<file path="config.mk">
export PLATFORM = sky130hd
export DESIGN_NAME = prbs
export DESIGN_NICKNAME = d
export VERILOG_FILES = /design/src/rtl/function_generator_pkg.sv /design/src/rtl/prbs.sv
export SDC_FILE = /design/constraint.sdc
export NUM_CORES = 1
export LEC_CHECK = 0
export BUFFER_PORTS_ARGS = -buffer_cell sky130_fd_sc_hd__clkbuf_2
export CAP_MARGIN = 0
export CORE_MARGIN = 10
export CORE_UTILIZATION = 55
export CTS_BUF_LIST = sky130_fd_sc_hd__clkbuf_4 sky130_fd_sc_hd__clkbuf_8
export CTS_CLUSTER_SIZE = 20
export DETAILED_ROUTE_END_ITERATION = 7
export GPL_ROUTABILITY_DRIVEN = 0
export PLACE_DENSITY = 0.79
export SLEW_MARGIN = 15
export SYNTH_ARGS = -nofsm -noshare
export SYNTH_HDL_FRONTEND = slang
export SYNTH_SLANG_ARGS = --single-unit
</file>
<file path="constraint.sdc">
create_clock -name clock -period 0.89 [get_ports clock]
set_clock_uncertainty 0.15 [all_clocks]
set_input_delay 0.089 -clock clock [delete_from_list [all_inputs] [get_ports clock]]
set_output_delay 0.089 -clock clock [all_outputs]
set_load 0.02 [all_outputs]
</file>
<file path="src/rtl/function_generator_pkg.sv">
package function_generator_pkg;

	// default sample width, matches one serializer word
	localparam int data_bus_width = 8;

	// default address width, 1024 words of waveform memory
	localparam int address_bus_depth = 10;

	// lfsr register length
	localparam int prbs_width = 31;

	// one waveform sample
	typedef logic [data_bus_width-1:0] sample_t;

	// one waveform memory address
	typedef logic [address_bus_depth-1:0] address_t;

	// lfsr start value, must be nonzero
	localparam logic [prbs_width-1:0] prbs_seed = 31'h5a5a1234;

	// loader sequence
	// idle for one cycle after reset, then fill every address, then done
	typedef enum logic [1:0] {
		idle,
		fill,
		done
	} loader_state_t;

endpackage

</file>
<file path="src/rtl/prbs.sv">
`timescale 1ns/10ps

module prbs #(
	parameter int DATA_BUS_WIDTH = function_generator_pkg::data_bus_width
) (
	input logic clock,
	input logic reset,
	output function_generator_pkg::sample_t word
);

	localparam int width = function_generator_pkg::prbs_width;
	// feedback taps at bits 31 and 28, counted from one
	localparam int tap_high = 30;
	localparam int tap_low = 27;

	logic [width-1:0] state;
	logic [width-1:0] next_state;

	// step the register once per output bit
	// first new bit ends up in the word msb
	always_comb begin
		next_state = state;
		for (int i = 0; i < DATA_BUS_WIDTH; i++) begin
			next_state = {next_state[width-2:0], next_state[tap_high] ^ next_state[tap_low]};
		end
	end

	always_ff @(posedge clock) begin
		if (reset) begin
			state <= function_generator_pkg::prbs_seed;
			word <= '0;
		end else begin
			state <= next_state;
			// newest bits sit at the bottom of the register
			word <= next_state[DATA_BUS_WIDTH-1:0];
		end
	end

endmodule

</file>
==> results_dict.tcl <==
set metrics [dict create \
    syn_avg_cell_area_um2 12.0 \
    cts_root_buf "clkbuf_4" \
    grt_max_degree 26 \
    synth-seq-area-share_pct 67.6 \
    die-area_mm2 0.00394 \
    crit_required_ps 650 \
    leakage_nw 0.519 \
    grt_pass1_wl_um 2550 \
    dr.pass1.iters 4 \
    cp-start-kind "register" \
    routed_via_density 4.41 \
    fin_crit_ps 1030 \
    drv_slew 0 \
    grt_pass1_vias 589 \
    post_drt_wl_per_cell_um 11.3 \
    fp.coreArea_mm2 0.00173 \
    grt_usage_pct 8.56 \
    synth_seq_cells 34 \
    min-delay-path-class "in2reg" \
    cts_tree "done" \
    drtIter0Drc 4 \
    worstPathArrival_ps 790 \
    hold_ws_ps 50.1 \
    final_core_util_pct 72.8 \
    start_util_pct 58.3 \
    synth_top_area_share_pct 67.6 \
    cts.sinks 34 \
    drive_gt1_share_pct 37.8 \
    port_buffers 9 \
    fmax_mhz 969 \
    setup_viol 8 \
    status "complete, but fails checks" \
    netlist_area_mm2 0.00101 \
    max_cap_viol_count 0 \
    wl_um 1390 \
    fin_crit_sh_pct 116 \
    synth_area_leaders "dfxtp_1, nor2b_1, xnor2_1, or2_1, buf_4" \
    antenna_found_initial 0 \
    syn2layout_area_growth_pct 24.8 \
    overflow 0 \
    die_h_um 62.8 \
    placed_area_mm2 0.00105 \
    n_antenna_cell 0 \
    synthesis.instances 84 \
    cts_buffers 5 \
    finalPower_mw 2.98 \
    htreeDepth 2 \
    drc 0 \
    critical_path.endpoint_type "output port" \
    rsz0062_at_grt "true" \
    worstMarginPinSlew_ps 378 \
    synth.distinct_cells 8 \
    num-fill-cells 114 \
    insertion_delay_ps 320 \
    synth_top_area_cell "dfxtp_1" \
    core.rowCount 15 \
    setup_ws_ps -142 \
    max_stage_delay_ps 360 \
    finalHoldViolations 0 \
    critical_path.slowest_cell "dfxtp_2" \
    io_pins 10 \
    ant_nets 0 \
    seqCellArea_um2 696 \
    power_density_mw_per_mm2 2370 \
    crit_buf_inv 1 \
    clkTransAtPathRegs_ps 100 \
    cts_hold_buffers 0 \
    final_cells 123 \
    synthesis.nets 86 \
    relSlewSlack_pct 74.8 \
    path_cells "buf_8" \
    cpLargestDelayFamily "flip-flops" \
    die_x_um 62.8 \
    yosys_warnings 0 \
    clockBufferDepth 2 \
    via_count 542 \
    criticalPathCategory "reg2out" \
    path_max_fanout 2 \
    fin_area_mm2 0.00126 \
    nets 99 \
    dp.cells 114 \
    rrSetupSlack_ps 30 \
    ir_drop_v 0.00221 \
    multi_input_area_um2 285 \
    violations "negative setup slack" \
    hpwl_um 864 \
]
==> cell usage after synthesis (all sizes together) <==
cell    count
buf         8
dfxtp      34
nand2b      3
nor2        8
nor2b      13
or2        10
xnor2       8
==> worst paths after layout <==
check	start	to	cells past startpoint
setup / recovery	state[7]	word[7]	1
hold / removal	reset	state[10]	2
setup reg to reg	state[25]	state[5]	2
hold reg to reg	state[12]	state[20]	1
==> stage by stage <==
stage	setup TNS, ps	setup slack [ps]
detailed placement	-802	-71.5
global route	-1430	-188
global placement	-305	-39.6
floorplan	0	76.1
finish	-1030	-142
CTS	-1280	-175
==> cell type report <==
| type | count | area share, % |
|---|---|---|
| well taps | 25 | 2.49 |
| clock inverters | 1 | 2.39 |
| repair buffers | 14 | 12.9 |
| multi-input cells | 42 | 22.7 |
| clock buffers | 7 | 4.18 |
| flip-flops and latches | 34 | 55.3 |
==> placed cells by master (no fill, tap or decap) <==
cell	Yosys	routed
dfxtp_2	0	12
nor2_1	8	8
or2_1	10	10
bufinv_16	0	1
nand2b_1	3	3
clkbuf_4	0	7
buf_4	7	5
xnor2_2	0	3
dfxtp_1	34	22
clkbuf_2	0	1
buf_8	0	8
nor2b_1	13	13
xnor2_1	8	5
==> logic make-up (layout without fill, tap and decap cells) <==
family        Yosys count  count (layout)  synth area share, %
xor+xnor                8               8                 6.96
simple gates           34              34                 19.1
buf+inv                 8              22                 6.34
flops                  34              34                 67.6
==> worst register-to-register path, delay by kind of cell (launching register included) <==
| kind | cells | cell delay [ps] |
|---|---|---|
| AND/OR/NAND/NOR | 1 | 80 |
| XOR/XNOR | 1 | 170 |
| flip-flops | 1 | 360 |
==> sequential cells by signal, summed over array words and instances, names as in the netlist <==
register  flops
state        27
word          7
==> power breakdown <==
part	leakage [nW]	switching [mW]	internal [mW]	total, mW
clock	0.0463	0.465	0.657	1.12
sequential	0.283	0.0418	1.61	1.65
combinational	0.190	0.0839	0.125	0.209
total	0.519	0.591	2.39	2.98
==> routing by layer <==
| metal | global-route usage [%] | up-vias | part of all wire, % |
|---|---|---|---|
| met5 | 0 | - | 0 |
| met4 | 6.70 | 0 | 3.5 |
| met3 | 5.73 | 8 | 6.6 |
| met2 | 12.9 | 11 | 45 |
| met1 | 7.98 | 252 | 44 |
| li1 | - | 271 | - |
==> repair_timing <==
action / CTS / global route
setup endpoints to repair: 9 / 14
pin swaps: 0 / 1
gates resized for setup: 24 / 15
setup buffers: 0 / 1
Note: power is estimated with default switching activity, not from simulation.
