File: src/rtl/function_generator_pkg.sv
package function_generator_pkg;

	// default sample width, matches one serializer word
	localparam int data_bus_width = 8;

	// default address width, 1024 words of waveform memory
	localparam int address_bus_depth = 10;

	// lfsr register length
	localparam int prbs_width = 31;

	// one waveform sample
	typedef logic [data_bus_width-1:0] sample_t;

	// one waveform memory address
	typedef logic [address_bus_depth-1:0] address_t;

	// lfsr start value, must be nonzero
	localparam logic [prbs_width-1:0] prbs_seed = 31'h5a5a1234;

	// loader sequence
	// idle for one cycle after reset, then fill every address, then done
	typedef enum logic [1:0] {
		idle,
		fill,
		done
	} loader_state_t;

endpackage

File: src/rtl/word_serializer.sv
`timescale 1ns/10ps

module word_serializer #(
	parameter int DATA_BUS_WIDTH = function_generator_pkg::data_bus_width
) (
	input logic clock,
	input logic reset,
	input logic sample_valid,
	output logic sample_ready,
	input function_generator_pkg::sample_t sample,
	output logic bit_out,
	output function_generator_pkg::sample_t data_out,
	output logic sample_strobe
);

	localparam int count_width = $clog2(DATA_BUS_WIDTH);
	localparam int last_bit = DATA_BUS_WIDTH - 1;

	// bits still to go, msb on top
	function_generator_pkg::sample_t shift;
	logic [count_width-1:0] bit_count;
	logic busy;
	logic sending_last;
	logic take;

	assign sending_last = busy && (bit_count == count_width'(last_bit));
	// free, or about to be free
	assign sample_ready = !busy || sending_last;
	assign take = sample_valid && sample_ready;

	always_ff @(posedge clock) begin
		if (reset) begin
			busy <= 1'b0;
			bit_count <= '0;
			bit_out <= 1'b0;
			sample_strobe <= 1'b0;
		end else begin
			sample_strobe <= take;
			if (take) begin
				// msb goes straight out, rest waits in the shifter
				busy <= 1'b1;
				bit_count <= '0;
				bit_out <= sample[DATA_BUS_WIDTH-1];
			end else if (sending_last) begin
				busy <= 1'b0;
				bit_out <= 1'b0;
			end else if (busy) begin
				bit_count <= bit_count + 1'b1;
				bit_out <= shift[DATA_BUS_WIDTH-1];
			end
		end
	end

	always_ff @(posedge clock) begin
		if (take) begin
			shift <= {sample[DATA_BUS_WIDTH-2:0], 1'b0};
			data_out <= sample;
		end else begin
			shift <= {shift[DATA_BUS_WIDTH-2:0], 1'b0};
		end
	end

endmodule

File: config.mk
export PLATFORM = sky130hd
export DESIGN_NAME = word_serializer
export DESIGN_NICKNAME = d
export VERILOG_FILES = /design/src/rtl/function_generator_pkg.sv /design/src/rtl/word_serializer.sv
export SDC_FILE = /design/constraint.sdc
export NUM_CORES = 1
export LEC_CHECK = 0
export CAP_MARGIN = 20
export CORE_AREA = 2 2 42 44
export DETAILED_ROUTE_END_ITERATION = 10
export DIE_AREA = 0 0 44 46
export DONT_BUFFER_PORTS = 1
export SYNTH_ARGS = -nofsm -noshare
export SYNTH_HDL_FRONTEND = slang
export SYNTH_SLANG_ARGS = --single-unit
File: constraint.sdc
create_clock -name clock -period 2.19 [get_ports clock]
set_input_delay 0.1095 -clock clock [delete_from_list [all_inputs] [get_ports clock]]
set_output_delay 0.1095 -clock clock [all_outputs]
set_load 0.01 [all_outputs]
==> metrics.md, run 1 <==
| Metric | Value |
|---|---|
| Global-route wire length before repair | `roughly 2000 microns` |
| Tcrit/Tclk final | `85.3%` |
| Final TNS setup | `0 ns` |
| Antenna Cells | `0` |
| Post-synth top cells | `dfxtp_1 (13), edfxtp_1 (8), mux2_4 (6)` |
| Core box area | `1610 sq um` |
| Mapped Nets | `65` |
| Top Ports | `22` |
| Startpoint types | `register` |
| Max transition margin | `around 76%` |
| Slew Limit Fails | `0` |
| RSZ-0062 raised after global routing | `false` |
| Final hold vios | `0` |
| CTS sink cnt | `21` |
| Pwr Density | `769 nW/um^2` |
| Synth cell types | `19` |
| Required time worst endpoint | `2.38 ns` |
| Synth top area share | `34.0%` |
| Die Y | `46 microns` |
| WL final | `1250 microns` |
| Clock Latency Late Sink | `around 0.30 ns` |
| Syn. warnings | `0` |
| Fraction of layout cells with a size suffix above 1 | `19.7%` |
| Maximum Capacitance Violations | `0` |
| Ys async rst share | `0%` |
| Netlist Area Pre-Place | `766 sq um` |
| Outcome | `completed` |
| GPL Wtd Cong | `0.701` |
| R2r endpoint | `bit_count[0]` |
| Postcts setup bufs | `0` |
| Leakage | `0.384 nW` |
| Synth Instances | `52` |
| Fmax | `535 MHz` |
| Sequential fraction of the synthesis area | `about 65%` |
| Area Overhead vs Synth | `20.1%` |
| Final setup violation count | `0` |
| Worst Path Max Fanout | `6` |
| Most frequent cell after synthesis | `dfxtp_1` |
| Synth area leaders | `dfxtp_1 (34%), edfxtp_1 (31%), mux2_4 (12%), ha_1 (3.3%), nand3b_1 (2.9%)` |
| Final instance area | `920 sq um` |
| Mean Syn Cell Area | `14.7 sq um` |
| Peak VDD IR | `around 0.00041 V` |
| Seq cells post-synth | `21` |
| Remaining routing DRC violations | `0` |
| 1st-iter DRT viols | `7` |
| Cell taking the most area after synthesis | `dfxtp_1` |
| Die W | `44 microns` |
| Fin nets | `80` |
| Critical setup path kind | `register to register` |
| Starting Density | `47.4%` |
| Initial antenna violation count | `0` |
| H-tree Lvls | `1` |
| PortBufs | `0` |
| Reg2reg setup slack | `0.32 ns` |
| Root buf cell | `clkbuf_4` |
| Die Footprint | `approximately 2000 sq um` |
| Post-synth EDFFs | `8` |
| Row count | `15` |
| Final ANT Viol Nets | `0` |
| Vias/cell | `slightly above 5` |
| Number of global-route vias before repair | `between 400 and 500` |
| Deepest clock path buffer count | `2` |
| Fin crit period | `~1.9 ns` |
| Filler cells | `132` |
| Design Power | `0.000707 W` |
| DR vias | `between 400 and 500` |
| Tot GR Track Use | `14.8%` |
| CTS tree | `yes` |
| Source of the critical timing path | `bit_count[0]` |
| DR pass1 iterations | `3` |
| Worst hold slack | `0.0406 ns` |
| Critical Path Sink Type | `register` |
| GR Overflow Total | `0` |
| Worst setup endpoint | `bit_count[0]` |
| Skew final | `0.00781 ns` |
| Worst hold path class | `input pin to register` |
| FF-to-FF path depth | `7` |
| Worst path arrival time | `slightly above 2 ns` |
| Worst-Margin Slew | `0.356 ns` |
| Largest net degree at the start of global routing | `13` |
| Total CTS buffers | `3` |
| WL/cell | `15.0 microns` |
| Area after DPL | `782 sq um` |
| RR Startpoint | `bit_count[0]` |
| CTS clock-pin slew for the worst setup and hold paths | `0.10 ns` |
| Synth Flop Type | `dfxtp_1` |
[worst min-delay path by stage]
stage,start,to,cells past startpoint,slack [ns]
floorplan,reset,bit_count[0],1,0.18
global placement,reset,bit_count[2],1,0.18
detailed placement,reset,bit_count[0],1,0.18
CTS,sample[7],bit_out,3,0.03
global route,sample_valid,bit_out,2,0.03
finish,sample[7],bit_out,3,0.04
[power by group]
part           leakage, nW  internal [W]  switching (W)  total [W]
clock               0.0177     0.0000680       0.000111   0.000179
combinational        0.182     0.0000449      0.0000314  0.0000763
sequential           0.184      0.000436      0.0000159   0.000452
total                0.384      0.000549       0.000158   0.000707
[area by class of cell]
cell class	count	area [sq um]	share of cell area, %
sequential	21	500	54.4
multi-input combinational	27	246	26.8
timing repair buffer	11	110	12.0
clock buffer	3	22.5	2.45
tap	17	21.3	2.31
inverter	3	13.8	1.50
clock inverter	1	5.00	0.544
[what timing repair did]
action,in CTS,in global routing
hold buffers,11,0
gates resized for setup,0,0
endpoints found under the hold margin,21,0
[per-stage QoR]
stage                     std cells  utilization (%)  worst slack [ns]
after detailed placement         68             48.4             0.577
after floorplan                  52                -             0.710
final                            83             57.0             0.322
after global placement           68             48.4             0.639
after CTS                        83             57.0             0.318
after global routing             83             57.0             0.224
[worst max-delay path: stages, from the launching register on]
cell and delay [ns]:
dfxtp_1 0.34, ha_1 0.20, ha_1 0.22, nor2b_4 0.21
inv_4 0.10, nand3b_1 0.09, a21oi_1 0.06, dlygate4sd3_1 0.55
[cell families after synthesis]
group | after synthesis | share of synthesized area (%)
fa+ha+maj | 2 | 3.27
flops | 21 | 65.4
simple gates | 13 | 12.1
mux | 6 | 11.8
compound gates | 6 | 5.07
buf+inv | 4 | 2.45
[sequential cells by signal, indices dropped and copies added, names as in the netlist]
name / flops
bit_count: 3
bit_out: 1
busy: 1
data_out: 8
sample_strobe: 1
shift: 7
[metal layers]
metal	vias up	part of all wire [%]	track usage [%]	wire [microns]
li1	211	-	-	-
met4	0	1.8	9.09	23
met3	4	5.4	5.95	67
met2	15	47	21.8	592
met1	198	45	18.2	565
met5	-	0	0	0
[placed cells by master, fill, tap and decap left out]
master         Yosys  routed
a21o_1             1       1
dfxtp_1           13      13
nand2_1            2       2
nand2b_1           1       1
a32oi_1            1       1
nand3b_1           3       3
inv_4              1       1
and3_1             1       1
nor2_1             3       3
nor3_1             1       1
dlygate4sd3_1      0      11
clkbuf_4           0       3
nor2b_4            1       1
ha_1               2       2
a211oi_1           1       1
nand2_8            1       1
mux2_4             6       6
clkinv_2           0       1
inv_1              2       2
a21oi_1            3       3
edfxtp_1           8       8
Note: power is estimated with default switching activity, not from simulation.
==> inputs of run 2 (changes only) <==
--- a/config.mk
+++ b/config.mk
@@ -7,9 +7,11 @@
 export LEC_CHECK = 0
 export CAP_MARGIN = 20
 export CORE_AREA = 2 2 42 44
+export CTS_CLUSTER_SIZE = 24
 export DETAILED_ROUTE_END_ITERATION = 10
 export DIE_AREA = 0 0 44 46
 export DONT_BUFFER_PORTS = 1
+export REMOVE_ABC_BUFFERS = 1
 export SYNTH_ARGS = -nofsm -noshare
 export SYNTH_HDL_FRONTEND = slang
 export SYNTH_SLANG_ARGS = --single-unit
==> constraint.sdc (replaced) <==
create_clock -name clock -period 1.8 [get_ports clock]
set_input_delay 0.09 -clock clock [delete_from_list [all_inputs] [get_ports clock]]
set_output_delay 0.09 -clock clock [all_outputs]
set_load 0.01 [all_outputs]
==> metrics.md, run 2 (synthesized netlist as in run 1, its figures left out) <==
| Metric | Value |
|---|---|
| Outcome | `completed (unchanged)` |
| R2r endpoint | `data_out[1] (was bit_count[0])` |
| Initial antenna violation count | `0 (unchanged)` |
| DP HPWL | `840 microns` |
| GPL Wtd Cong | `0.752 (was 0.701)` |
| Root buf cell | `clkbuf_4 (unchanged)` |
| Area Overhead vs Synth | `18.8% (was 20.1%)` |
| Global-route wire length before repair | `1930 microns (was 2010 microns)` |
| RR Startpoint | `bit_count[0] (unchanged)` |
| 1st-iter DRT viols | `1 (was 7)` |
| Max reg flops | `8 (unchanged)` |
| Antenna Cells | `0 (unchanged)` |
| Total CTS buffers | `3 (unchanged)` |
| Final setup violation count | `0 (unchanged)` |
| Deepest clock path buffer count | `2 (unchanged)` |
| Final ANT Viol Nets | `0 (unchanged)` |
| Reg area | `500 sq um (unchanged)` |
| Clock Latency Late Sink | `0.29 ns (was 0.30 ns)` |
| WL/cell | `14.5 microns (was 15.0 microns)` |
| Slew Limit Fails | `0 (unchanged)` |
| Fin crit period | `1.63 ns (was 1.87 ns)` |
| Fraction of layout cells with a size suffix above 1 | `20.0% (was 19.7%)` |
| Core box area | `1610 sq um (unchanged)` |
| Worst setup endpoint | `data_out[1] (was bit_count[0])` |
| Worst Path Max Fanout | `8 (was 6)` |
| Skew final | `0.00533 ns (was 0.00781 ns)` |
| RSZ-0062 raised after global routing | `false (unchanged)` |
| Tcrit/Tclk final | `90.7% (was 85.3%)` |
| DR vias | `437 (was 428)` |
| Critical Path Sink Type | `register (unchanged)` |
| Leakage | `0.378 nW (was 0.384 nW)` |
| Biggest regs | `data_out: 8 flops, shift: 7 flops, bit_count: 3 flops (unchanged)` |
| Net Sw Frac | `22.1% (was 22.3%)` |
| Startpoint types | `register (unchanged)` |
| Reg2reg setup slack | `0.17 ns (was 0.32 ns)` |
| GR Overflow Total | `0 (unchanged)` |
| Worst path arrival time | `1.65 ns (was 2.06 ns)` |
| Design Power | `0.000855 W (was 0.000707 W)` |
| Pwr Density | `940 nW/um^2 (was 769 nW/um^2)` |
| WL final | `1190 microns (was 1250 microns)` |
| Postcts setup bufs | `0 (unchanged)` |
| Die W | `44 microns (unchanged)` |
| DR pass1 iterations | `2 (was 3)` |
| Top Ports | `22 (unchanged)` |
| CTS tree | `yes (unchanged)` |
| Tot GR Track Use | `13.7% (was 14.8%)` |
| Largest net degree at the start of global routing | `13 (unchanged)` |
| Commonest non-fill, non-tap cell in the layout | `dfxtp_1 (unchanged)` |
| Filler cells | `141 (was 132)` |
| Worst-Margin Slew | `0.351 ns (was 0.356 ns)` |
| Peak VDD IR | `0.000429 V (was 0.000413 V)` |
| Row count | `15 (unchanged)` |
| Pint | `0.000666 W (was 0.000549 W)` |
| Source of the critical timing path | `bit_count[0] (unchanged)` |
| Power share of the combinational group | `10.6% (was 10.8%)` |
| CTS sink cnt | `21 (unchanged)` |
| H-tree Lvls | `1 (unchanged)` |
| Worst hold path class | `input pin to register (unchanged)` |
| Required time worst endpoint | `1.82 ns (was 2.38 ns)` |
| Die Y | `46 microns (unchanged)` |
| Clock power frac | `25.1% (was 25.3%)` |
| Most frequent cells in the layout | `dfxtp_1 (13), dlygate4sd3_1 (10), edfxtp_1 (8), mux2_4 (6) (was dfxtp_1 (13), dlygate4sd3_1 (11), edfxtp_1 (8), mux2_4 (6))` |
| Final TNS setup | `0 ns (unchanged)` |
| Final hold vios | `0 (unchanged)` |
| Area of the multi-input gates | `246 sq um (unchanged)` |
| Remaining routing DRC violations | `0 (unchanged)` |
| Vias/cell | `5.33 (was 5.16)` |
| Largest Register | `data_out (unchanged)` |
| Number of global-route vias before repair | `425 (was 408)` |
| PortBufs | `0 (unchanged)` |
| Starting Density | `47.4% (unchanged)` |
| Sequential share of power | `64.4% (was 63.9%)` |
| Critical setup path kind | `register to register (unchanged)` |
| NetSw | `0.000189 W (was 0.000158 W)` |
| Maximum Capacitance Violations | `0 (unchanged)` |
| Fmax | `612 MHz (was 535 MHz)` |
| CTS clock-pin slew for the worst setup and hold paths | `0.11 ns (was 0.10 ns)` |
| Max transition margin | `76.5% (was 76.2%)` |
| Fin nets | `79 (was 80)` |
| FF-to-FF path depth | `6 (was 7)` |
| Die Footprint | `2020 sq um (unchanged)` |
-- run 2: changes by cell type in the layout (fill, tap and decap cells not counted) --
cell,delta
dlygate4sd3_1,-1
-- run 2: how the worst min path moves through the flow --
| stage | startpoint | to | slack, ns | cells past startpoint |
|---|---|---|---|---|
| after global routing | sample_valid | bit_out | 0.02 | 2 |
| after global placement | reset | bit_count[2] | 0.16 | 1 |
| final | sample_valid | bit_out | 0.02 | 2 |
| after detailed placement | reset | bit_count[0] | 0.16 | 1 |
| after CTS | sample_valid | bit_out | 0.02 | 2 |
| after floorplan | reset | bit_count[0] | 0.16 | 1 |
-- run 2: layer usage --
layer	global-route usage, %	part of all wire (%)	up-vias
met1	14.5	39	211
met2	25.0	55	14
met5	0	0	-
li1	-	-	210
met4	5.45	0.34	0
met3	4.76	5.5	2
-- run 2: worst max-delay path, stage by stage, from the launching register on --
cell and delay (ns):
dfxtp_1 0.34, ha_1 0.20, ha_1 0.22, nor2b_4 0.21
inv_4 0.10, nand2_8 0.12, inv_1 0.17
-- run 2: repair_timing --
action                    4_1_cts  5_1_grt
gates resized for setup         0        0
hold buffers                   10        0
hold endpoints to repair       21        0
-- run 2: cell type report --
class | instances | share of cell area, %
Clock inverter | 1 | 0.550
Tap cell | 17 | 2.34
Sequential cell | 21 | 55.0
Multi-Input combinational cell | 27 | 27.1
Timing Repair Buffer | 10 | 11.0
Inverter | 3 | 1.51
Clock buffer | 3 | 2.48
-- run 2: through the flow --
step / instance area, sq um / instances / worst slack [ns] / hold WS (ns) / utilization (%)
floorplan: 761 / 51 / 0.320 / 0.159 / -
finish: 910 / 82 / 0.167 / 0.0198 / 56.4
global route: 910 / 82 / 0.0758 / 0.0217 / 56.4
detailed placement: 782 / 68 / 0.175 / 0.164 / 48.4
global placement: 782 / 68 / 0.251 / 0.162 / 48.4
CTS: 910 / 82 / 0.149 / 0.0163 / 56.4
-- run 2: power by group through the flow --
stage	registers, W	clock network [W]	logic [W]
after floorplan	0.000557	0	0.0000592
after global placement	0.000561	0	0.0000641
after detailed placement	0.000562	0	0.0000675
after CTS	0.000551	0.000225	0.0000921
after global routing	0.000555	0.000246	0.0000992
final	0.000550	0.000214	0.0000905
