==> src/rtl/function_generator_pkg.sv <==
package function_generator_pkg;

	// default sample width, matches one serializer word
	localparam int data_bus_width = 8;

	// default address width, 1024 words of waveform memory
	localparam int address_bus_depth = 10;

	// lfsr register length
	localparam int prbs_width = 31;

	// one waveform sample
	typedef logic [data_bus_width-1:0] sample_t;

	// one waveform memory address
	typedef logic [address_bus_depth-1:0] address_t;

	// lfsr start value, must be nonzero
	localparam logic [prbs_width-1:0] prbs_seed = 31'h5a5a1234;

	// loader sequence
	// idle for one cycle after reset, then fill every address, then done
	typedef enum logic [1:0] {
		idle,
		fill,
		done
	} loader_state_t;

endpackage

==> src/rtl/waveform_loader.sv <==
`timescale 1ns/10ps

module waveform_loader #(
	parameter int ADDRESS_BUS_DEPTH = function_generator_pkg::address_bus_depth
) (
	input logic clock,
	input logic reset,
	input function_generator_pkg::sample_t word,
	output logic fill_enable,
	output function_generator_pkg::address_t fill_address,
	output function_generator_pkg::sample_t fill_data,
	output logic loaded
);

	// highest memory address
	localparam function_generator_pkg::address_t last_address =
		function_generator_pkg::address_t'((1 << ADDRESS_BUS_DEPTH) - 1);

	function_generator_pkg::loader_state_t state;
	// next address to be written
	function_generator_pkg::address_t fill_count;

	always_ff @(posedge clock) begin
		if (reset) begin
			state <= function_generator_pkg::idle;
			fill_count <= '0;
			fill_enable <= 1'b0;
			loaded <= 1'b0;
		end else begin
			case (state)
				// one quiet cycle while the lfsr produces its first word
				function_generator_pkg::idle: begin
					fill_count <= '0;
					fill_enable <= 1'b0;
					state <= function_generator_pkg::fill;
				end
				// register one word per cycle, no back-pressure
				function_generator_pkg::fill: begin
					fill_enable <= 1'b1;
					fill_count <= fill_count + 1'b1;
					if (fill_count == last_address) begin
						state <= function_generator_pkg::done;
					end
				end
				// last write lands this cycle, loaded follows it
				function_generator_pkg::done: begin
					fill_enable <= 1'b0;
					loaded <= 1'b1;
				end
				default: begin
					state <= function_generator_pkg::idle;
				end
			endcase
		end
	end

	// write payload, no reset needed
	always_ff @(posedge clock) begin
		fill_address <= fill_count;
		fill_data <= word;
	end

endmodule

==> config.mk <==
export PLATFORM = sky130hd
export DESIGN_NAME = waveform_loader
export DESIGN_NICKNAME = d
export VERILOG_FILES = /design/src/rtl/function_generator_pkg.sv /design/src/rtl/waveform_loader.sv
export SDC_FILE = /design/constraint.sdc
export NUM_CORES = 1
export LEC_CHECK = 0
export BUFFER_PORTS_ARGS = -buffer_cell sky130_fd_sc_hd__buf_4
export CORE_ASPECT_RATIO = 1.1
export CORE_UTILIZATION = 50
export DETAILED_ROUTE_END_ITERATION = 10
export PLACE_DENSITY = 0.78
export SYNTH_ARGS = -nofsm -noshare
export SYNTH_HDL_FRONTEND = slang
export SYNTH_SLANG_ARGS = --single-unit
==> constraint.sdc <==
create_clock -name clock -period 4.9 [get_ports clock]
set_clock_uncertainty 0.2 [all_clocks]
set_input_delay 0.735 -clock clock [delete_from_list [all_inputs] [get_ports clock]]
set_output_delay 0.735 -clock clock [all_outputs]
set_load 0.02 [all_outputs]
==> run_results.csv, run 1 <==
group,metric,value,unit
routing,num_vias,708,
synthesis,yosys_warnings,0,
setup_path,cp_top_family,"flip-flops",
floorplan,initial_core_util,53.7,%
power,powerDensity,354,nW/µm²
cts,cts_resized,0,
setup_path,crit_type,"register to output pin",
layout,fin_nets,128,
run_status,status,"complete, but fails checks",
setup_path,critPathBufInv,1,
power,vdd_drop_max,296,µV
setup_path,crit_chain,"buf_4",
power,intPower,0.346,mW
routing,avgRoutedWirePerCell,11.9,µm
synthesis,syn_avg_cell_area,11.7,µm²
setup_path,max_stage_delay,0.35,ns
routing,vias_per_cell,5.21,
sta,slew_violations,0,
synthesis,synth.distinct_cells,25,
synthesis,syn_area,956,µm²
cts,cts_setup_buffers,0,
setup_path,critical_path.slowest_cell,"dfxtp_1",
setup_path,r2r_setup_slack,3.15,ns
grt,overflow,0,
routing,dr.pass1.iters,7,
synthesis,synth_top_area_share,67.0,%
job,drv_cap,0,
sta,setup_violations,0,
sta,max_freq,571,MHz
placed_design,routabilityCongestion,0.766,
cts,clock_latency,0.33,ns
synthesis,synth_fp_nets,93,
setup_path,critical_path.max_fanout,2,
layout,final.fill_count,144,
setup_path,cp.required,3.96,ns
cts,clk_pin_slew_worst_paths,0.09,ns
cts,htree_levels,2,
sta,max_slew.worst_pin.slew,0.572,ns
setup_path,cp-start-kind,"register",
power,switching_share,22.0,%
grt,grt_pass1_wl,2.36,mm
setup_path,critical_path_arrival,0.82,ns
grt,grt_max_degree,14,
cts,cts-root-buf,"clkbuf_4",
setup_path,end_kind,"output pin",
routing,wl,1.61,mm
layout,drive_above_1_share,34.7,%
grt,grt_pass1_vias,554,
grt,antenna_found_initial,0,
layout,multiInputGateArea,297,µm²
sta,min_period_over_period,35.8,%
synthesis,synth-seq-cells,32,
min_path,min_path_type,"register to register",
cts,cts_sinks,32,
power,p_leak,0.565,nW
placed_design,place.detailed.hpwl,1.15,mm
sta,hold_viol,0,
sta,fin_crit,1.75,ns
layout,area_growth_syn_to_layout,31.2,%
synthesis,yosysSeqAreaShare,67.0,%
sta,timing.hold.ws,0.187,ns
floorplan,coreArea,1780,µm²
synthesis,synthTopCellsByArea,"dfxtp_1 (67%), a21oi_1 (4.2%), nand4b_4 (2.5%)",
cts,cts_buffers,5,
power,clockPowerShare,34.1,%
routing,drtAntennaViolNets,0,
run_status,violations,"DRC",
sta,slew_headroom,61.6,%
sta,rsz0062_at_grt,"false",
floorplan,die_h,47.9,µm
sta,tns,0,ns
cts,clock_path_buffers,2,
floorplan,fp.dieW,43.7,µm
floorplan,rows,16,
cts,ctsHoldBuffers,0,
layout,regArea,641,µm²
routing,drt_iter0_drc,11,
floorplan,ioPinCount,30,
power,combPwrFrac,5.3,%
placed_design,io_buffer_count,29,
power,p_seq_share,60.6,%
grt,grtUsageTotal,17.1,%
cts,cts_tree,"done",
routing,drc,3,
synthesis,yosysTopAreaCell,"dfxtp_1",
floorplan,die_area,2090,µm²
synthesis,synthCells,82,
layout,antenna_cells,0,
power,p_switching,0.0978,mW
-- synth_stat cells --
cell type / count
a211oi_1: 1
a21oi_1: 8
a311oi_1: 1
a32o_1: 1
clkbuf_1: 1
dfxtp_1: 32
ha_1: 1
inv_1: 4
nand2_1: 5
nand3_1: 1
nand3b_1: 2
nand4_2: 1
nand4b_1: 1
nand4b_4: 1
nor2_1: 5
nor2b_1: 1
nor3_1: 1
o21ai_0: 3
o21ai_1: 1
o31ai_1: 2
or3_1: 2
or3_2: 2
or4_1: 2
xnor2_1: 1
xor2_1: 2
-- cells by family (layout without fill, tap and decap cells) --
group | count (synthesis) | in the layout | share of synthesized area, %
AOI/OAI and AO/OA | 17 | 17 | 10.6
xor gates and xnor gates | 3 | 3 | 2.75
adders and majority gates | 1 | 1 | 1.31
buffers and inverters | 5 | 41 | 1.96
DFF | 32 | 32 | 67.0
and+or+nand+nor | 24 | 24 | 16.4
-- cell usage in the layout, fill, tap and decap left out, types with 2 or more instances in the layout --
cell,n
clkbuf_4,5
o21ai_0,3
inv_1,4
buf_4,29
clkinv_2,2
xor2_1,2
or3_1,2
nor2_1,5
dfxtp_1,32
or3_2,2
or4_1,2
o31ai_1,2
a21oi_1,8
nand3b_1,2
nand2_1,5
-- layout make-up --
| class | count | share of cell area, % |
|---|---|---|
| flip-flops and latches | 32 | 51.1 |
| multi-input cells | 45 | 23.7 |
| repair buffers | 29 | 17.4 |
| clock buffers | 6 | 4.09 |
| well taps | 18 | 1.80 |
| inverters | 4 | 1.20 |
| clock inverters | 2 | 0.798 |
-- metrics by stage --
step                      std cells  area [µm²]  worst slack (ns)  utilization [%]  total power [mW]
after global routing            136        1250              3.05             70.4             0.462
after global placement          128        1190              3.23             66.9             0.298
final                           136        1250              3.15             70.4             0.444
after floorplan                  82         956              3.30                -             0.284
after CTS                       136        1250              3.13             70.4             0.448
after detailed placement        128        1190              3.20             66.9             0.299
-- final timing paths --
kind                  from         endpoint  cells past startpoint
max                 loaded           loaded                      1
min          fill_count[9]  fill_address[9]                      0
max reg2reg  fill_count[0]    fill_count[8]                      4
min reg2reg  fill_count[9]  fill_address[9]                      0
-- registers in the layout (all words and copies together) (netlist names) --
register and count:
fill_enable 1, loaded 1, fill_count 10, state 2
fill_data 8, fill_address 10
-- power by group through the flow --
stage | logic, mW | clock network, mW | registers (mW)
after floorplan | 0.00353 | 0 | 0.281
after global placement | 0.0233 | 0 | 0.275
after detailed placement | 0.0236 | 0 | 0.275
after CTS | 0.0236 | 0.156 | 0.269
after global routing | 0.0255 | 0.167 | 0.270
final | 0.0234 | 0.151 | 0.269
-- routing by layer --
layer / global-route usage [%] / routed length [µm] / vias up
met3: 9.06 / 126 / 5
li1: - / - / 358
met1: 17.2 / 645 / 322
met2: 28.4 / 796 / 23
met4: 11.3 / 44 / 0
met5: 0 / 0 / -
-- worst reg2reg max path: stages, from the launching register on --
cell	delay (ns)
dfxtp_1	0.43
ha_1	0.23
nand3b_1	0.16
or4_1	0.50
a21oi_1	0.15
Note: power is estimated with default switching activity, not from simulation.
==> run 2: changes to the inputs <==
--- a/config.mk
+++ b/config.mk
@@ -5,11 +5,12 @@
 export SDC_FILE = /design/constraint.sdc
 export NUM_CORES = 1
 export LEC_CHECK = 0
+export ABC_AREA = 1
 export BUFFER_PORTS_ARGS = -buffer_cell sky130_fd_sc_hd__buf_4
 export CORE_ASPECT_RATIO = 1.1
-export CORE_UTILIZATION = 50
+export CORE_UTILIZATION = 48
 export DETAILED_ROUTE_END_ITERATION = 10
-export PLACE_DENSITY = 0.78
+export PLACE_DENSITY = 0.75
 export SYNTH_ARGS = -nofsm -noshare
 export SYNTH_HDL_FRONTEND = slang
 export SYNTH_SLANG_ARGS = --single-unit
==> constraint.sdc (replaced) <==
create_clock -name clock -period 1.75 [get_ports clock]
set_clock_uncertainty 0.2 [all_clocks]
set_input_delay 0.2625 -clock clock [delete_from_list [all_inputs] [get_ports clock]]
set_output_delay 0.2625 -clock clock [all_outputs]
set_load 0.02 [all_outputs]
==> run_results.csv, run 2 <==
group,metric,value,unit
cts,htree_levels,2,
floorplan,ioPinCount,30,
routing,drt_iter0_drc,17,
setup_path,critical_path_arrival,1.52,ns
synthesis,synth_top_area_share,63.4,%
synthesis,synth_common_cells,"dfxtp_1 (32), nand2_1 (18), inv_1 (11), nor2_1 (7), a21oi_1 (6)",
layout,top_regs,"fill_address (10), fill_count (10), fill_data (8)",
setup_path,end_kind,"register",
routing,drtAntennaViolNets,0,
cts,cts-root-buf,"clkbuf_4",
routing,avgRoutedWirePerCell,10.8,µm
run_status,status,"finished, final reports clean",
synthesis,syn_avg_cell_area,9.90,µm²
setup_path,cp-start-kind,"register",
sta,slew_violations,0,
sta,fin_crit,1.49,ns
layout,layout_common_cells,"dfxtp_1 (32), buf_4 (29), nand2_1 (18), inv_1 (11), dlygate4sd3_1 (9)",
min_path,min_path_type,"register to register",
sta,slew_headroom,79.5,%
job,drv_cap,0,
placed_design,io_buffer_count,29,
cts,cts_tree,"done",
sta,min_period_over_period,85.1,%
layout,fin_util,72.4,%
sta,max_freq,672,MHz
layout,antenna_cells,0,
cts,clk_pin_slew_worst_paths,0.10,ns
floorplan,coreArea,2000,µm²
floorplan,die_h,50.1,µm
cts,cts_resized,0,
grt,grt_pass1_vias,771,
grt,grtUsageTotal,19.7,%
setup_path,critical_path.max_fanout,4,
routing,num_vias,804,
power,p_leak,0.666,nW
synthesis,async_flop_share,0,%
synthesis,synth_edf_count,0,
power,powerDensity,1010,nW/µm²
layout,drive_above_1_share,32.4,%
sta,max_slew.worst_pin.slew,0.308,ns
power,vdd_drop_max,889,µV
synthesis,synth-seq-cells,32,
sta,tns,0,ns
floorplan,die_area,2290,µm²
synthesis,synth.distinct_cells,22,
routing,wl,1.90,mm
setup_path,cp.required,1.78,ns
cts,cts_sinks,32,
synthesis,yosysTopAreaCell,"dfxtp_1",
floorplan,initial_core_util,50.5,%
routing,vias_per_cell,4.57,
placed_design,place.detailed.hpwl,1.33,mm
routing,drc,0,
synthesis,synthCells,102,
cts,cts_buffers,5,
layout,area_growth_syn_to_layout,43.4,%
sta,setup_violations,0,
grt,antenna_found_initial,0,
synthesis,yosysSeqAreaShare,63.4,%
cts,clock_path_buffers,2,
synthesis,syn_area,1010,µm²
synthesis,synth_fp_nets,113,
power,p_total,1.46,mW
sta,hold_viol,0,
synthesis,synthTopCellsByArea,"dfxtp_1 (63%), nand2_1 (6.7%), inv_1 (4.1%)",
synthesis,synth.most_common_cell,"dfxtp_1",
setup_path,crit_type,"register to register",
placed_design,routabilityCongestion,0.812,
grt,overflow,0,
cts,clock_latency,0.33,ns
synthesis,synth_flop_cell,"dfxtp_1",
floorplan,fp.dieW,45.7,µm
layout,final_common_cell,"dfxtp_1",
synthesis,yosys_warnings,0,
routing,dr.pass1.iters,4,
floorplan,rows,17,
layout,fin_nets,158,
sta,rsz0062_at_grt,"false",
grt,grt_pass1_wl,3.09,mm
grt,grt_max_degree,11,
## run 2: cell type report
cell class              instances  area, µm²
clock buffers                   7       65.1
fillers                       159        552
multi-input cells              57        320
flip-flops and latches         32        641
repair buffers                 38        308
well taps                      28       35.0
clock inverters                 1       30.0
inverters                      13       48.8
## run 2: path summary, 6_finish.rpt
check / cells past startpoint / start / slack [ns] / to
min reg2reg: 0 / fill_count[4] / 0.18 / fill_address[4]
min: 0 / fill_count[4] / 0.18 / fill_address[4]
max reg2reg: 6 / fill_count[0] / 0.26 / fill_count[8]
max: 6 / fill_count[0] / 0.26 / fill_count[8]
## run 2: cell families after synthesis
kind of cell    Yosys count  share of synthesized area (%)
buf+inv                  13                           4.83
xor+xnor                  2                           1.74
simple gates             41                           20.8
flops                    32                           63.4
fa+ha+maj                 1                           1.24
compound gates           13                           7.93
## run 2: repair_timing
item | 4_1_cts | 5_1_grt
endpoints found under the setup margin | 0 | 0
hold endpoints to repair | 12 | 0
hold buffers | 9 | 0
setup buffers | 0 | 0
## run 2: worst max-delay path, stage by stage, from the launching register on
cell	delay [ns]
dfxtp_1	0.42
ha_1	0.21
nand2_2	0.09
nor2_2	0.14
nand2_1	0.12
o21ai_0	0.16
nor2_1	0.06
## run 2: stage by stage
| stage | hold WS, ns | area (µm²) | setup WS (ns) | instances |
|---|---|---|---|---|
| 2_1_floorplan | 0.0902 | 1010 | 0.380 | 102 |
| 3_3_place_gp | 0.159 | 1260 | 0.325 | 159 |
| 3_5_place_dp | 0.165 | 1260 | 0.277 | 159 |
| 4_1_cts | 0.177 | 1450 | 0.269 | 176 |
| 5_1_grt | 0.188 | 1450 | 0.0992 | 176 |
| 6_report | 0.179 | 1450 | 0.261 | 176 |
## run 2: per-layer routing
metal / vias to the layer above / track usage (%) / wire length (µm)
li1: 411 / - / -
met1: 355 / 20.6 / 772
met2: 33 / 31.9 / 957
met3: 5 / 6.59 / 116
met4: 0 / 13.2 / 54
met5: - / 0 / 0
## run 2: where the power goes
part | switching, mW | internal, mW
logic | 0.0441 | 0.0515
clock network | 0.234 | 0.379
registers | 0.00889 | 0.746
==> run 3: changes to the inputs <==
--- a/config.mk
+++ b/config.mk
@@ -8,9 +8,9 @@
 export ABC_AREA = 1
 export BUFFER_PORTS_ARGS = -buffer_cell sky130_fd_sc_hd__buf_4
 export CORE_ASPECT_RATIO = 1.1
-export CORE_UTILIZATION = 48
+export CORE_UTILIZATION = 45
 export DETAILED_ROUTE_END_ITERATION = 10
-export PLACE_DENSITY = 0.75
+export PLACE_DENSITY = 0.71
 export SYNTH_ARGS = -nofsm -noshare
 export SYNTH_HDL_FRONTEND = slang
 export SYNTH_SLANG_ARGS = --single-unit
==> run_results.csv, run 3 (synthesized netlist as in run 2, its figures left out) <==
group,metric,value,unit
run_status,status,"finished, final reports clean",
floorplan,initial_core_util,48.9,%
setup_path,critical_path.max_fanout,4,
layout,multiInputGateArea,320,µm²
placed_design,dp_slack,0.264,ns
floorplan,coreArea,2060,µm²
job,drv_cap,0,
placed_design,post-place-cells,159,
placed_design,io_buffer_count,29,
cts,htree_levels,2,
grt,grtUsageTotal,18.4,%
layout,area_growth_syn_to_layout,39.8,%
power,p_leak,0.647,nW
power,powerDensity,910,nW/µm²
min_path,holdPathStages,0,
power,p_total,1.28,mW
floorplan,ioPinCount,30,
cts,clock_path_buffers,2,
grt,grt_pass1_vias,744,
setup_path,critical_path_arrival,1.59,ns
sta,tns,0,ns
cts,clk_pin_slew_worst_paths,0.10,ns
setup_path,r2r_setup_slack,0.24,ns
placed_design,place.detailed.hpwl,1.24,mm
sta,rsz0062_at_grt,"false",
layout,drive_above_1_share,31.1,%
sta,setup_violations,0,
layout,antenna_cells,0,
sta,min_period_over_period,86.4,%
routing,vias_per_cell,4.60,
layout,fin_cells,176,
cts,ctsHoldBuffers,9,
cts,cts_resized,0,
layout,top_regs,"fill_address (10), fill_count (10), fill_data (8)",
cts,cts-root-buf,"clkbuf_4",
min_path,worstHoldStart,"fill_count[5]",
layout,regArea,641,µm²
setup_path,cp.required,1.83,ns
floorplan,rows,17,
sta,max_slew.worst_pin.slew,0.309,ns
layout,fin_nets,158,
cts,cts_buffers,5,
setup_path,crit_type,"register to register",
sta,hold_viol,0,
setup_path,r2r_end,"fill_count[8]",
cts,cts_setup_buffers,0,
sta,fin_crit,1.51,ns
routing,num_vias,809,
floorplan,die_area,2440,µm²
min_path,hold_end,"fill_address[5]",
grt,grt_pass1_wl,3.02,mm
routing,drt_iter0_drc,13,
cts,clock_latency,0.33,ns
routing,drtAntennaViolNets,0,
layout,layout_common_cells,"dfxtp_1 (32), buf_4 (29), nand2_1 (18), inv_1 (11), dlygate4sd3_1 (9)",
sta,worst_slack,0.238,ns
grt,grt_max_degree,10,
placed_design,routabilityCongestion,0.810,
routing,drc,0,
floorplan,die_h,51.7,µm
min_path,min_path_type,"register to register",
layout,final.fill_count,170,
setup_path,cp-start-kind,"register",
grt,antenna_found_initial,0,
grt,overflow,0,
routing,dr.pass1.iters,4,
floorplan,fp.dieW,47.2,µm
sta,slew_violations,0,
setup_path,end_kind,"register",
setup_path,r2r_cells,7,
routing,avgRoutedWirePerCell,10.5,µm
routing,wl,1.86,mm
cts,cts_sinks,32,
setup_path,critical_path.startpoint,"fill_count[0]",
layout,final_common_cell,"dfxtp_1",
cts,cts_tree,"done",
setup_path,crit-reg2reg-launch,"fill_count[0]",
sta,max_freq,661,MHz
sta,slew_headroom,79.4,%
power,vdd_drop_max,668,µV
run 3: how the worst max path moves through the flow:
stage | cells past startpoint | slack, ns | end
6_report | 7 | 0.24 | fill_count[8]
5_1_grt | 6 | 0.09 | fill_count[8]
4_1_cts | 7 | 0.24 | fill_count[8]
3_5_place_dp | 7 | 0.26 | fill_count[8]
3_3_place_gp | 6 | 0.32 | fill_count[8]
2_1_floorplan | 6 | 0.38 | fill_count[8]
run 3: power by group:
group,internal (mW),switching [mW],total (mW)
clock network,0.198,0.235,0.433
logic,0.0515,0.0439,0.0953
registers,0.746,0.00910,0.755
total,0.996,0.288,1.28
run 3: worst max-delay path, stage by stage, from the launching register on:
cell	delay, ns
dfxtp_1	0.43
ha_1	0.22
nand2_2	0.09
nor2_2	0.14
nand2_1	0.12
o21bai_1	0.14
inv_1	0.05
nor2_1	0.08
run 3: layout make-up:
cell class,count,area share [%]
well taps,28,2.48
repair buffers,38,21.8
flip-flops and latches,32,45.4
inverters,13,3.46
multi-input cells,57,22.7
clock buffers,8,4.17
run 3: metrics by stage:
stage | hold slack (ns) | utilization (%) | area [µm²]
finish | 0.179 | 68.4 | 1410
CTS | 0.179 | 68.4 | 1410
global route | 0.178 | 68.4 | 1410
floorplan | 0.0902 | - | 1010
detailed placement | 0.163 | 61.2 | 1260
global placement | 0.160 | 61.2 | 1260
run 3: per-layer routing:
layer | global-route usage [%] | up-vias | wire, µm
met5 | 0 | - | 0
met4 | 10.0 | 0 | 42
met3 | 8.33 | 4 | 129
met2 | 30.1 | 28 | 931
met1 | 19.1 | 361 | 751
li1 | - | 416 | -
